--- src/hdl/axis_pkg.sv ---
`default_nettype none

package axis_pkg;

    localparam int NUM_AXES   = 4;
    localparam int AXIS_IDX_W = $clog2(NUM_AXES);   // axis select width
    localparam int CUR_W      = 16;

    // currents are offset binary, CUR_MID is zero amps
    typedef logic [CUR_W-1:0] cur_t;
    typedef logic [NUM_AXES-1:0][CUR_W-1:0] cur_arr_t;   // [0] is axis 1

    typedef logic [NUM_AXES-1:0] axis_mask_t;   // one bit per axis

    localparam cur_t CUR_MID = 16'h8000;

    // ------------------------------------------------
    // over-current check
    // fb magnitude > 2 * cmd magnitude + margin trips
    localparam cur_t SAFETY_MARGIN = 16'h0200;
    localparam int   SAFETY_COUNT  = 8;    // consecutive cycles to trip
    localparam int   SAFETY_CNT_W  = $clog2(SAFETY_COUNT + 1);
    localparam int   CHK_W         = 18;   // room for 2 * 0x8000 + margin

endpackage

`default_nettype wire

--- src/hdl/board_addr_pkg.sv ---
`default_nettype none

package board_addr_pkg;

    // register address layout {space, unused, chan, offset}
    localparam int ADDR_W  = 16;
    localparam int DATA_W  = 32;
    localparam int SPACE_W = 4;
    localparam int CHAN_W  = 4;
    localparam int OFF_W   = 4;

    typedef logic [ADDR_W-1:0]  reg_addr_t;
    typedef logic [DATA_W-1:0]  reg_data_t;
    typedef logic [SPACE_W-1:0] space_t;
    typedef logic [CHAN_W-1:0]  chan_t;
    typedef logic [OFF_W-1:0]   off_t;

    localparam space_t ADDR_MAIN = 4'h0;   // only space with registers
    localparam int     NUM_CHAN  = 5;      // chan 0 + four axes

    // ------------------------------------------------
    // channel 0 offsets
    localparam off_t REG_STATUS = 4'd0;
    localparam off_t REG_DIGIO  = 4'd10;

    // axis channel offsets
    localparam off_t OFF_ADC_DATA = 4'd0;  // measured current
    localparam off_t OFF_DAC_CTRL = 4'd1;  // current command

    // status write bits
    localparam int STAT_PWR_BIT = 19;      // board power enable
    localparam int STAT_AMP_LSB = 8;       // amp enables, one per axis

    // field extraction
    function automatic space_t addr_space(input reg_addr_t addr);
        return addr[ADDR_W-1 -: SPACE_W];
    endfunction

    function automatic chan_t addr_chan(input reg_addr_t addr);
        return addr[OFF_W +: CHAN_W];   // bits 7:4
    endfunction

    function automatic off_t addr_off(input reg_addr_t addr);
        return addr[OFF_W-1:0];
    endfunction

endpackage

`default_nettype wire
--- src/hdl/reg_bus_if.sv ---
`timescale 1ns/1ps
`default_nettype none

// internal register bus, no back-pressure
interface reg_bus_if;
    import board_addr_pkg::*;

    logic      wen;     // write strobe, register loads at this edge
    reg_addr_t waddr;
    reg_data_t wdata;
    reg_addr_t raddr;   // sampled every edge, data one cycle later

    // driven from the board ports
    modport host (
        output wen,
        output waddr,
        output wdata,
        output raddr
    );

    // register blocks
    modport target (
        input wen,
        input waddr,
        input wdata,
        input raddr
    );

endinterface

`default_nettype wire

--- src/hdl/board_top.sv ---
`timescale 1ns/1ps
`default_nettype none

module board_top (
    input  wire logic                      sysclk,
    input  wire logic                      rst_n,
    input  wire logic                      reg_wen,
    input  wire board_addr_pkg::reg_addr_t reg_waddr,
    input  wire board_addr_pkg::reg_addr_t reg_raddr,
    input  wire board_addr_pkg::reg_data_t reg_wdata,
    output wire board_addr_pkg::reg_data_t reg_rdata,
    input  wire logic [3:0]                board_id,    // rotary switch
    input  wire axis_pkg::cur_arr_t        cur_fb,      // measured currents
    output wire axis_pkg::cur_arr_t        cur_cmd,     // to current loop
    output wire axis_pkg::axis_mask_t      amp_disable,
    output wire logic                      pwr_enable,
    output wire logic [3:0]                dout
);
    import board_addr_pkg::*;
    import axis_pkg::*;

    reg_bus_if  bus ();
    axis_mask_t clear_disable;   // pwr or amp enable pulse
    reg_data_t  status_rdata;
    reg_data_t  digio_rdata;

    // host side of the bus
    assign bus.wen   = reg_wen;
    assign bus.waddr = reg_waddr;
    assign bus.wdata = reg_wdata;
    assign bus.raddr = reg_raddr;

    // ------------------------------------------------
    // channel 0 board registers
    board_regs u_chan0 (
        .sysclk        (sysclk),
        .rst_n         (rst_n),
        .bus           (bus),
        .board_id      (board_id),
        .amp_disable   (amp_disable),
        .pwr_enable    (pwr_enable),
        .dout          (dout),
        .clear_disable (clear_disable),
        .status_rdata  (status_rdata),
        .digio_rdata   (digio_rdata)
    );

    // axis current commands, chan 1..4
    dac_cmd_regs u_dac (
        .sysclk  (sysclk),
        .rst_n   (rst_n),
        .bus     (bus),
        .cur_cmd (cur_cmd)
    );

    reg_read_mux u_rd_mux (
        .sysclk       (sysclk),
        .rst_n        (rst_n),
        .raddr        (bus.raddr),
        .status_rdata (status_rdata),
        .digio_rdata  (digio_rdata),
        .cmd_rdata    (cur_cmd),       // command read-back
        .cur_fb       (cur_fb),
        .rdata        (reg_rdata)
    );

    // ------------------------------------------------
    // per-axis over-current check
    for (genvar i = 0; i < NUM_AXES; i++) begin : g_safe
        safety_check u_safe (
            .sysclk        (sysclk),
            .rst_n         (rst_n),
            .cur_in        (cur_fb[i]),
            .dac_in        (cur_cmd[i]),
            .clear_disable (clear_disable[i]),
            .amp_disable   (amp_disable[i])
        );
    end

endmodule

`default_nettype wire

--- src/hdl/reg_read_mux.sv ---
`timescale 1ns/1ps
`default_nettype none

module reg_read_mux (
    input  wire logic                      sysclk,
    input  wire logic                      rst_n,
    input  wire board_addr_pkg::reg_addr_t raddr,
    input  wire board_addr_pkg::reg_data_t status_rdata,
    input  wire board_addr_pkg::reg_data_t digio_rdata,
    input  wire axis_pkg::cur_arr_t        cmd_rdata,
    input  wire axis_pkg::cur_arr_t        cur_fb,
    output board_addr_pkg::reg_data_t      rdata
);
    import board_addr_pkg::*;
    import axis_pkg::*;

    chan_t                 chan;
    off_t                  off;
    logic [AXIS_IDX_W-1:0] axis;      // chan 1..4 -> 0..3
    reg_data_t             rdata_d;

    assign chan = addr_chan(raddr);
    assign off  = addr_off(raddr);
    assign axis = AXIS_IDX_W'(chan - 1'b1);

    // ------------------------------------------------
    // decode, anything unmapped reads 0
    always_comb begin
        rdata_d = '0;
        if (addr_space(raddr) == ADDR_MAIN) begin
            if (chan == '0) begin
                case (off)
                    REG_STATUS: rdata_d = status_rdata;
                    REG_DIGIO:  rdata_d = digio_rdata;
                    default:    rdata_d = '0;
                endcase
            end else if (chan < NUM_CHAN) begin
                case (off)
                    OFF_ADC_DATA: rdata_d = reg_data_t'(cur_fb[axis]);
                    OFF_DAC_CTRL: rdata_d = reg_data_t'(cmd_rdata[axis]);
                    default:      rdata_d = '0;
                endcase
            end
        end
    end

    // one cycle read latency
    always_ff @(posedge sysclk or negedge rst_n) begin
        if (!rst_n) begin
            rdata <= '0;
        end else begin
            rdata <= rdata_d;
        end
    end

    a_rdata_known : assert property (@(posedge sysclk) disable iff (!rst_n)
        !$isunknown(rdata))
        else $error("read data unknown");

endmodule

`default_nettype wire

--- src/hdl/safety_check.sv ---
`timescale 1ns/1ps
`default_nettype none

module safety_check (
    input  wire logic           sysclk,
    input  wire logic           rst_n,
    input  wire axis_pkg::cur_t cur_in,    // measured current
    input  wire axis_pkg::cur_t dac_in,    // commanded current
    input  wire logic           clear_disable,
    output logic                amp_disable
);
    import axis_pkg::*;

    cur_t                    cur_q;
    cur_t                    dac_q;
    cur_t                    cur_mag;
    cur_t                    dac_mag;
    logic [CHK_W-1:0]        limit;
    logic                    over_cur;
    logic [SAFETY_CNT_W-1:0] over_cnt;   // saturates at SAFETY_COUNT

    // sample both inputs
    always_ff @(posedge sysclk) begin
        cur_q <= cur_in;
        dac_q <= dac_in;
    end

    // magnitudes about midscale
    assign cur_mag = (cur_q >= CUR_MID) ? (cur_q - CUR_MID) : (CUR_MID - cur_q);
    assign dac_mag = (dac_q >= CUR_MID) ? (dac_q - CUR_MID) : (CUR_MID - dac_q);

    assign limit    = CHK_W'({dac_mag, 1'b0}) + CHK_W'(SAFETY_MARGIN);   // 2x cmd + margin
    assign over_cur = CHK_W'(cur_mag) > limit;

    // ------------------------------------------------
    // consecutive count and latch
    always_ff @(posedge sysclk or negedge rst_n) begin
        if (!rst_n) begin
            over_cnt    <= '0;
            amp_disable <= 1'b0;
        end else if (clear_disable) begin   // host clear wins
            over_cnt    <= '0;
            amp_disable <= 1'b0;
        end else if (over_cur) begin
            if (over_cnt != SAFETY_CNT_W'(SAFETY_COUNT)) begin
                over_cnt <= over_cnt + 1'b1;
            end
            if (over_cnt == SAFETY_CNT_W'(SAFETY_COUNT - 1)) begin
                amp_disable <= 1'b1;   // this edge completes the run
            end
        end else begin
            over_cnt <= '0;   // run broken, latch holds
        end
    end

    a_trip_count : assert property (@(posedge sysclk) disable iff (!rst_n)
        $rose(amp_disable) |-> (over_cnt == SAFETY_CNT_W'(SAFETY_COUNT)))
        else $error("amp_disable set before SAFETY_COUNT over-current cycles");

endmodule

`default_nettype wire

--- src/hdl/dac_cmd_regs.sv ---
`timescale 1ns/1ps
`default_nettype none

module dac_cmd_regs (
    input  wire logic          sysclk,
    input  wire logic          rst_n,
    reg_bus_if.target          bus,
    output axis_pkg::cur_arr_t cur_cmd   // [0] is chan 1
);
    import board_addr_pkg::*;
    import axis_pkg::*;

    axis_mask_t axis_sel;   // write select per axis

    // axis i lives at chan i+1, offset OFF_DAC_CTRL
    always_comb begin
        for (int i = 0; i < NUM_AXES; i++) begin
            axis_sel[i] = bus.wen
                          && (addr_space(bus.waddr) == ADDR_MAIN)
                          && (addr_chan(bus.waddr) == chan_t'(i + 1))
                          && (addr_off(bus.waddr) == OFF_DAC_CTRL);
        end
    end

    // ------------------------------------------------
    // command registers, loaded at the write edge
    always_ff @(posedge sysclk or negedge rst_n) begin
        if (!rst_n) begin
            for (int i = 0; i < NUM_AXES; i++) begin
                cur_cmd[i] <= CUR_MID;   // zero amps
            end
        end else begin
            for (int i = 0; i < NUM_AXES; i++) begin
                if (axis_sel[i]) begin
                    cur_cmd[i] <= bus.wdata[CUR_W-1:0];   // upper bits dropped
                end
            end
        end
    end

    a_one_axis : assert property (@(posedge sysclk) disable iff (!rst_n)
        $onehot0(axis_sel))
        else $error("command write decoded to more than one axis");

endmodule

`default_nettype wire

--- src/hdl/board_regs.sv ---
`timescale 1ns/1ps
`default_nettype none

module board_regs (
    input  wire logic                 sysclk,
    input  wire logic                 rst_n,
    reg_bus_if.target                 bus,
    input  wire logic [3:0]           board_id,
    input  wire axis_pkg::axis_mask_t amp_disable,   // from safety checks
    output logic                      pwr_enable,
    output logic [3:0]                dout,
    output axis_pkg::axis_mask_t      clear_disable,
    output board_addr_pkg::reg_data_t status_rdata,
    output board_addr_pkg::reg_data_t digio_rdata
);
    import board_addr_pkg::*;
    import axis_pkg::*;

    logic chan0_wr;    // write to main space, chan 0
    logic status_wr;
    logic digio_wr;

    assign chan0_wr  = bus.wen && (addr_space(bus.waddr) == ADDR_MAIN)
                       && (addr_chan(bus.waddr) == '0);
    assign status_wr = chan0_wr && (addr_off(bus.waddr) == REG_STATUS);
    assign digio_wr  = chan0_wr && (addr_off(bus.waddr) == REG_DIGIO);

    // ------------------------------------------------
    // write side
    always_ff @(posedge sysclk or negedge rst_n) begin
        if (!rst_n) begin
            pwr_enable    <= 1'b0;
            dout          <= 4'h0;
            clear_disable <= '0;
        end else begin
            clear_disable <= '0;   // pulse lasts one cycle
            if (status_wr) begin
                pwr_enable <= bus.wdata[STAT_PWR_BIT];
                // pwr enable clears every axis, amp bits only their own
                clear_disable <= {NUM_AXES{bus.wdata[STAT_PWR_BIT]}}
                                 | bus.wdata[STAT_AMP_LSB +: NUM_AXES];
            end
            if (digio_wr) begin
                dout <= bus.wdata[3:0];
            end
        end
    end

    // status word, unused bits read 0
    always_comb begin
        status_rdata                           = '0;
        status_rdata[27:24]                    = board_id;
        status_rdata[STAT_PWR_BIT]             = pwr_enable;
        status_rdata[STAT_AMP_LSB +: NUM_AXES] = amp_disable;
        status_rdata[3:0]                      = dout;
    end

    assign digio_rdata = {28'd0, dout};   // dout in low nibble

    // back-to-back clears need back-to-back status writes
    a_clear_pulse : assert property (@(posedge sysclk) disable iff (!rst_n)
        (|clear_disable) && $past(|clear_disable)
            |-> $past(status_wr) && $past(status_wr, 2))
        else $error("clear_disable held without a second status write");

endmodule

`default_nettype wire

--- config.mk ---
export PLATFORM = sky130hd
export DESIGN_NAME = board_top
export DESIGN_NICKNAME = d
export VERILOG_FILES = /design/src/hdl/axis_pkg.sv /design/src/hdl/board_addr_pkg.sv /design/src/hdl/reg_bus_if.sv /design/src/hdl/board_top.sv /design/src/hdl/reg_read_mux.sv /design/src/hdl/safety_check.sv /design/src/hdl/dac_cmd_regs.sv /design/src/hdl/board_regs.sv
export SDC_FILE = /design/constraint.sdc
export NUM_CORES = 1
export LEC_CHECK = 0
export BUFFER_PORTS_ARGS = -buffer_cell sky130_fd_sc_hd__buf_2
export CORE_MARGIN = 1
export CORE_UTILIZATION = 30
export CTS_CLUSTER_SIZE = 25
export DETAILED_ROUTE_END_ITERATION = 10
export PLACE_DENSITY = 0.49
export REMOVE_ABC_BUFFERS = 1
export SETUP_SLACK_MARGIN = 0.5
export SYNTH_ARGS = -nofsm -noshare
export SYNTH_HDL_FRONTEND = slang
export SYNTH_HIERARCHICAL = 1
export SYNTH_SLANG_ARGS = --single-unit
--- constraint.sdc ---
create_clock -name sysclk -period 4.38 [get_ports sysclk]
set_input_delay 0.219 -clock sysclk [delete_from_list [all_inputs] [get_ports sysclk]]
set_output_delay 0.219 -clock sysclk [all_outputs]
set_load 0.05 [all_outputs]
==> impl_metrics.json <==
{
  "cp.depth": 14,
  "crit_required_ps": 4850,
  "synth_common_cells": "nor2_1, dfxtp_1, dfrtp_1",
  "crit_fanout": 6,
  "regToRegStartpoint": "g_safe[1].u_safe/dac_q[3]",
  "die_h_um": 219.2,
  "fmax_mhz": 274.5,
  "endpoint": "g_safe[1].u_safe/amp_disable",
  "synth_area_leaders": "dfrtp_1, dfxtp_1, ha_1",
  "crit_buf_inv": 0,
  "ys_ff_latch": 253,
  "ctsRootBufferMaster": "clkbuf_16",
  "min_period_ps": 3643,
  "syn_avg_cell_area_um2": 10.77,
  "tritoncts": "done",
  "port_buffers": 216,
  "crit_start": "g_safe[1].u_safe/dac_q[3]",
  "arrival_ps": 4110,
  "avgRoutedWirePerCell_um": 21.19,
  "regToRegSetupSlack_ps": 740,
  "rr_worst_depth": 14,
  "tightest_slew_ps": 1177,
  "startpoint_type": "flop",
  "totalWireLength_mm": 47.33,
  "synth-compound-area-share_pct": 10.54,
  "drt_iter0_drc": 613,
  "final_max_slew_viol_count": 0,
  "yosys.cell_count.top_type": "nor2_1",
  "firstDrtPassIters": 7,
  "clkSinkCount": 253,
  "start_util_pct": 30.41,
  "multiInputGateArea_mm2": 0.007647,
  "p_per_area_mw_per_mm2": 329.0,
  "area_growth_pct": 23.61,
  "clkTransAtPathRegs_ps": 60,
  "crit_type": "flop to flop",
  "ys_seq_area_share_pct": 40.23,
  "cap_violations": 0,
  "grt_overflow": 0,
  "synthArstFlopShare_pct": 49.41,
  "crit_family": "simple AND/OR/NAND/NOR gates",
  "muxShareOfSynthArea_pct": 11.59,
  "cpMaxStageDelayCell": "nor4_4",
  "relSlewSlack_pct": 21.56,
  "synth-xor-area-share_pct": 8.520,
  "drc": 0,
  "rsz0062_at_grt": "false",
  "holdCritStartpoint": "reg_wdata[19]",
  "numCtsBuffers": 30,
  "postRouteAntennaNets": 0,
  "r2r_end": "g_safe[1].u_safe/amp_disable",
  "die_width_um": 219.2,
  "insertion_delay_ps": 580,
  "vias": 10787,
  "setup_viol": 0,
  "grt_max_degree": 49,
  "status": "complete, no violations",
  "final-hold-violation-count": 0,
  "synthSimpleGateAreaFrac_pct": 14.79,
  "num_io_pins": 240,
  "dieArea_mm2": 0.04806,
  "clockBufferDepth": 3,
  "core_area_mm2": 0.04656,
  "num_rows": 79,
  "ff_latch_area_mm2": 0.005698,
  "syn_inst": 1314,
  "synth_top_area_cell": "dfrtp_1",
  "synth_top_family_by_area": "simple AND/OR/NAND/NOR gates",
  "cpMostUsedCell": "ha_1",
  "fin_crit_sh_pct": 83.17,
  "skew_ps": 16.55,
  "dpl_worst_slack_ps": 549.1,
  "synth_area_mm2": 0.01416,
  "finalSetupTns_ps": 0,
  "antenna_found_initial": 4,
  "place_congestion": 0.8436,
  "htree_levels": 1,
  "crit_path_max_incr_delay_ps": 400,
  "synth_top_area_share_pct": 21.39,
  "ys.flop_type": "dfxtp_1",
  "dp_hpwl_mm": 36.69,
  "p_leak_nw": 7.851,
  "ir_worst_vdd_mv": 0.3127,
  "final_nets": 1816,
  "post_synth_num_cell_types": 80,
  "synthAdderAreaFrac_pct": 7.159,
  "cp_cell_sequence": "nor4_4 -> and2_2 -> a21oi_1 -> xor2_1 -> ha_1 -> or3b_1 -> xnor2_1 -> ha_1 -> nand4_1 -> nor2_1 -> and4_1 -> a211oi_2 -> o311ai_4 -> o32ai_1",
  "n_fill_cell": 4565,
  "grt_pass1_wl_mm": 69.12,
  "setup_ws_ps": 737.3,
  "drive_above_1_share_pct": 28.45,
  "viasPerCell": 4.829,
  "synth_edf_count": 0,
  "hp-class": "input port to flop",
  "grt_pass1_vias": 10588,
  "track_usage_pct": 19.65,
  "yosysWarningCount": 6,
  "cp-end-kind": "flop"
}
[sequential cells by signal, indices dropped and copies added, names as in the netlist]
| signal | flops |
|---|---|
| u_chan0/pwr_enable | 1 |
| u_chan0/dout | 4 |
| u_rd_mux/rdata | 32 |
| g_safe.u_safe/dac_q | 64 |
| u_chan0/clear_disable | 4 |
| g_safe.u_safe/over_cnt | 16 |
| g_safe.u_safe/cur_q | 64 |
| g_safe.u_safe/amp_disable | 4 |
| u_dac/cur_cmd | 64 |
[cell usage in the layout (no fill, tap or decap), types with 7 or more instances in the layout]
cell type | netlist | final
mux4_2 | 32 | 32
dfxtp_1 | 128 | 126
buf_4 | 67 | 13
nor2b_1 | 9 | 9
o21ai_0 | 13 | 13
a21oi_1 | 66 | 66
mux2_2 | 55 | 55
nor3_1 | 48 | 48
buf_2 | 8 | 215
nand4_1 | 16 | 16
nand3_1 | 16 | 16
xnor2_1 | 53 | 53
a41oi_1 | 10 | 10
a31oi_1 | 11 | 10
nand2_1 | 44 | 44
clkbuf_16 | 0 | 33
ha_1 | 81 | 81
dfrtp_1 | 121 | 121
mux2i_1 | 9 | 9
mux2_4 | 14 | 14
nor3b_1 | 13 | 13
nor2_1 | 133 | 133
conb_1 | 1 | 47
a22oi_1 | 32 | 32
o221ai_1 | 14 | 14
nor4_1 | 13 | 12
xor2_1 | 68 | 68
inv_1 | 69 | 69
dlygate4sd3_1 | 0 | 86
and2_1 | 8 | 7
[where the power goes]
part	switching, mW	internal (mW)	total, mW
logic	0.348	0.297	0.645
registers	0.0518	2.36	2.41
clock network	1.10	1.60	2.70
[tightest hold or removal path, stage by stage]
cell and delay, ps:
buf_2 180, nor2_1 120, nor2_1 40
[cell type report]
| type | instances | area share, % |
|---|---|---|
| Multi-Input combinational cell | 931 | 43.70 |
| Sequential cell | 253 | 32.56 |
| Timing Repair Buffer | 315 | 11.69 |
| Clock buffer | 37 | 4.976 |
| Tap cell | 607 | 4.340 |
| Inverter | 69 | 1.480 |
| Clock inverter | 19 | 1.208 |
| Antenna cell | 3 | 0.04290 |
[cell families after synthesis]
kind of cell	after synthesis
flops	253
mux	110
xor+xnor	130
other cells	1
compound gates	195
fa+ha+maj	81
simple gates	368
buf+inv	176
[routing by layer]
metal | GRT usage, % | wire, um | part of all wire [%]
met5 | 0 | 8 | 0.017
met2 | 30.80 | 21110 | 45
met4 | 6.551 | 1465 | 3.1
met3 | 3.146 | 2382 | 5.0
met1 | 27.36 | 22370 | 47
[per-stage QoR]
| step | total power, mW | cells | cell area (um2) | hold WS (ps) | utilization (%) |
|---|---|---|---|---|---|
| global route | 6.003 | 2233 | 17500 | 29.73 | 37.58 |
| detailed placement | 3.037 | 2085 | 15500 | 188.5 | 33.29 |
| CTS | 5.818 | 2227 | 17440 | 5.931 | 37.46 |
| floorplan | 2.795 | 1253 | 13580 | -76.59 | - |
| global placement | 3.026 | 2085 | 15500 | 189.2 | 33.29 |
| finish | 5.758 | 2234 | 17500 | 30.18 | 37.59 |
[repair_timing]
item | 4_1_cts | 5_1_grt
endpoints found under the hold margin | 180 | 0
setup buffers | 0 | 4
resized for setup | 0 | 6
endpoints found under the setup margin | 0 | 10
hold buffers | 86 | 0
[worst min-delay path by stage]
stage                              endpoint  slack, ps  cells past startpoint
3_5_place_dp             u_rd_mux/rdata[31]        190                      1
5_1_grt            u_chan0/clear_disable[1]         30                      3
2_1_floorplan  g_safe[0].u_safe/amp_disable        -80                      0
6_report           u_chan0/clear_disable[1]         30                      3
4_1_cts            u_chan0/clear_disable[1]          6                      3
3_3_place_gp             u_rd_mux/rdata[31]        190                      1
(Power assumes the default switching activity.)
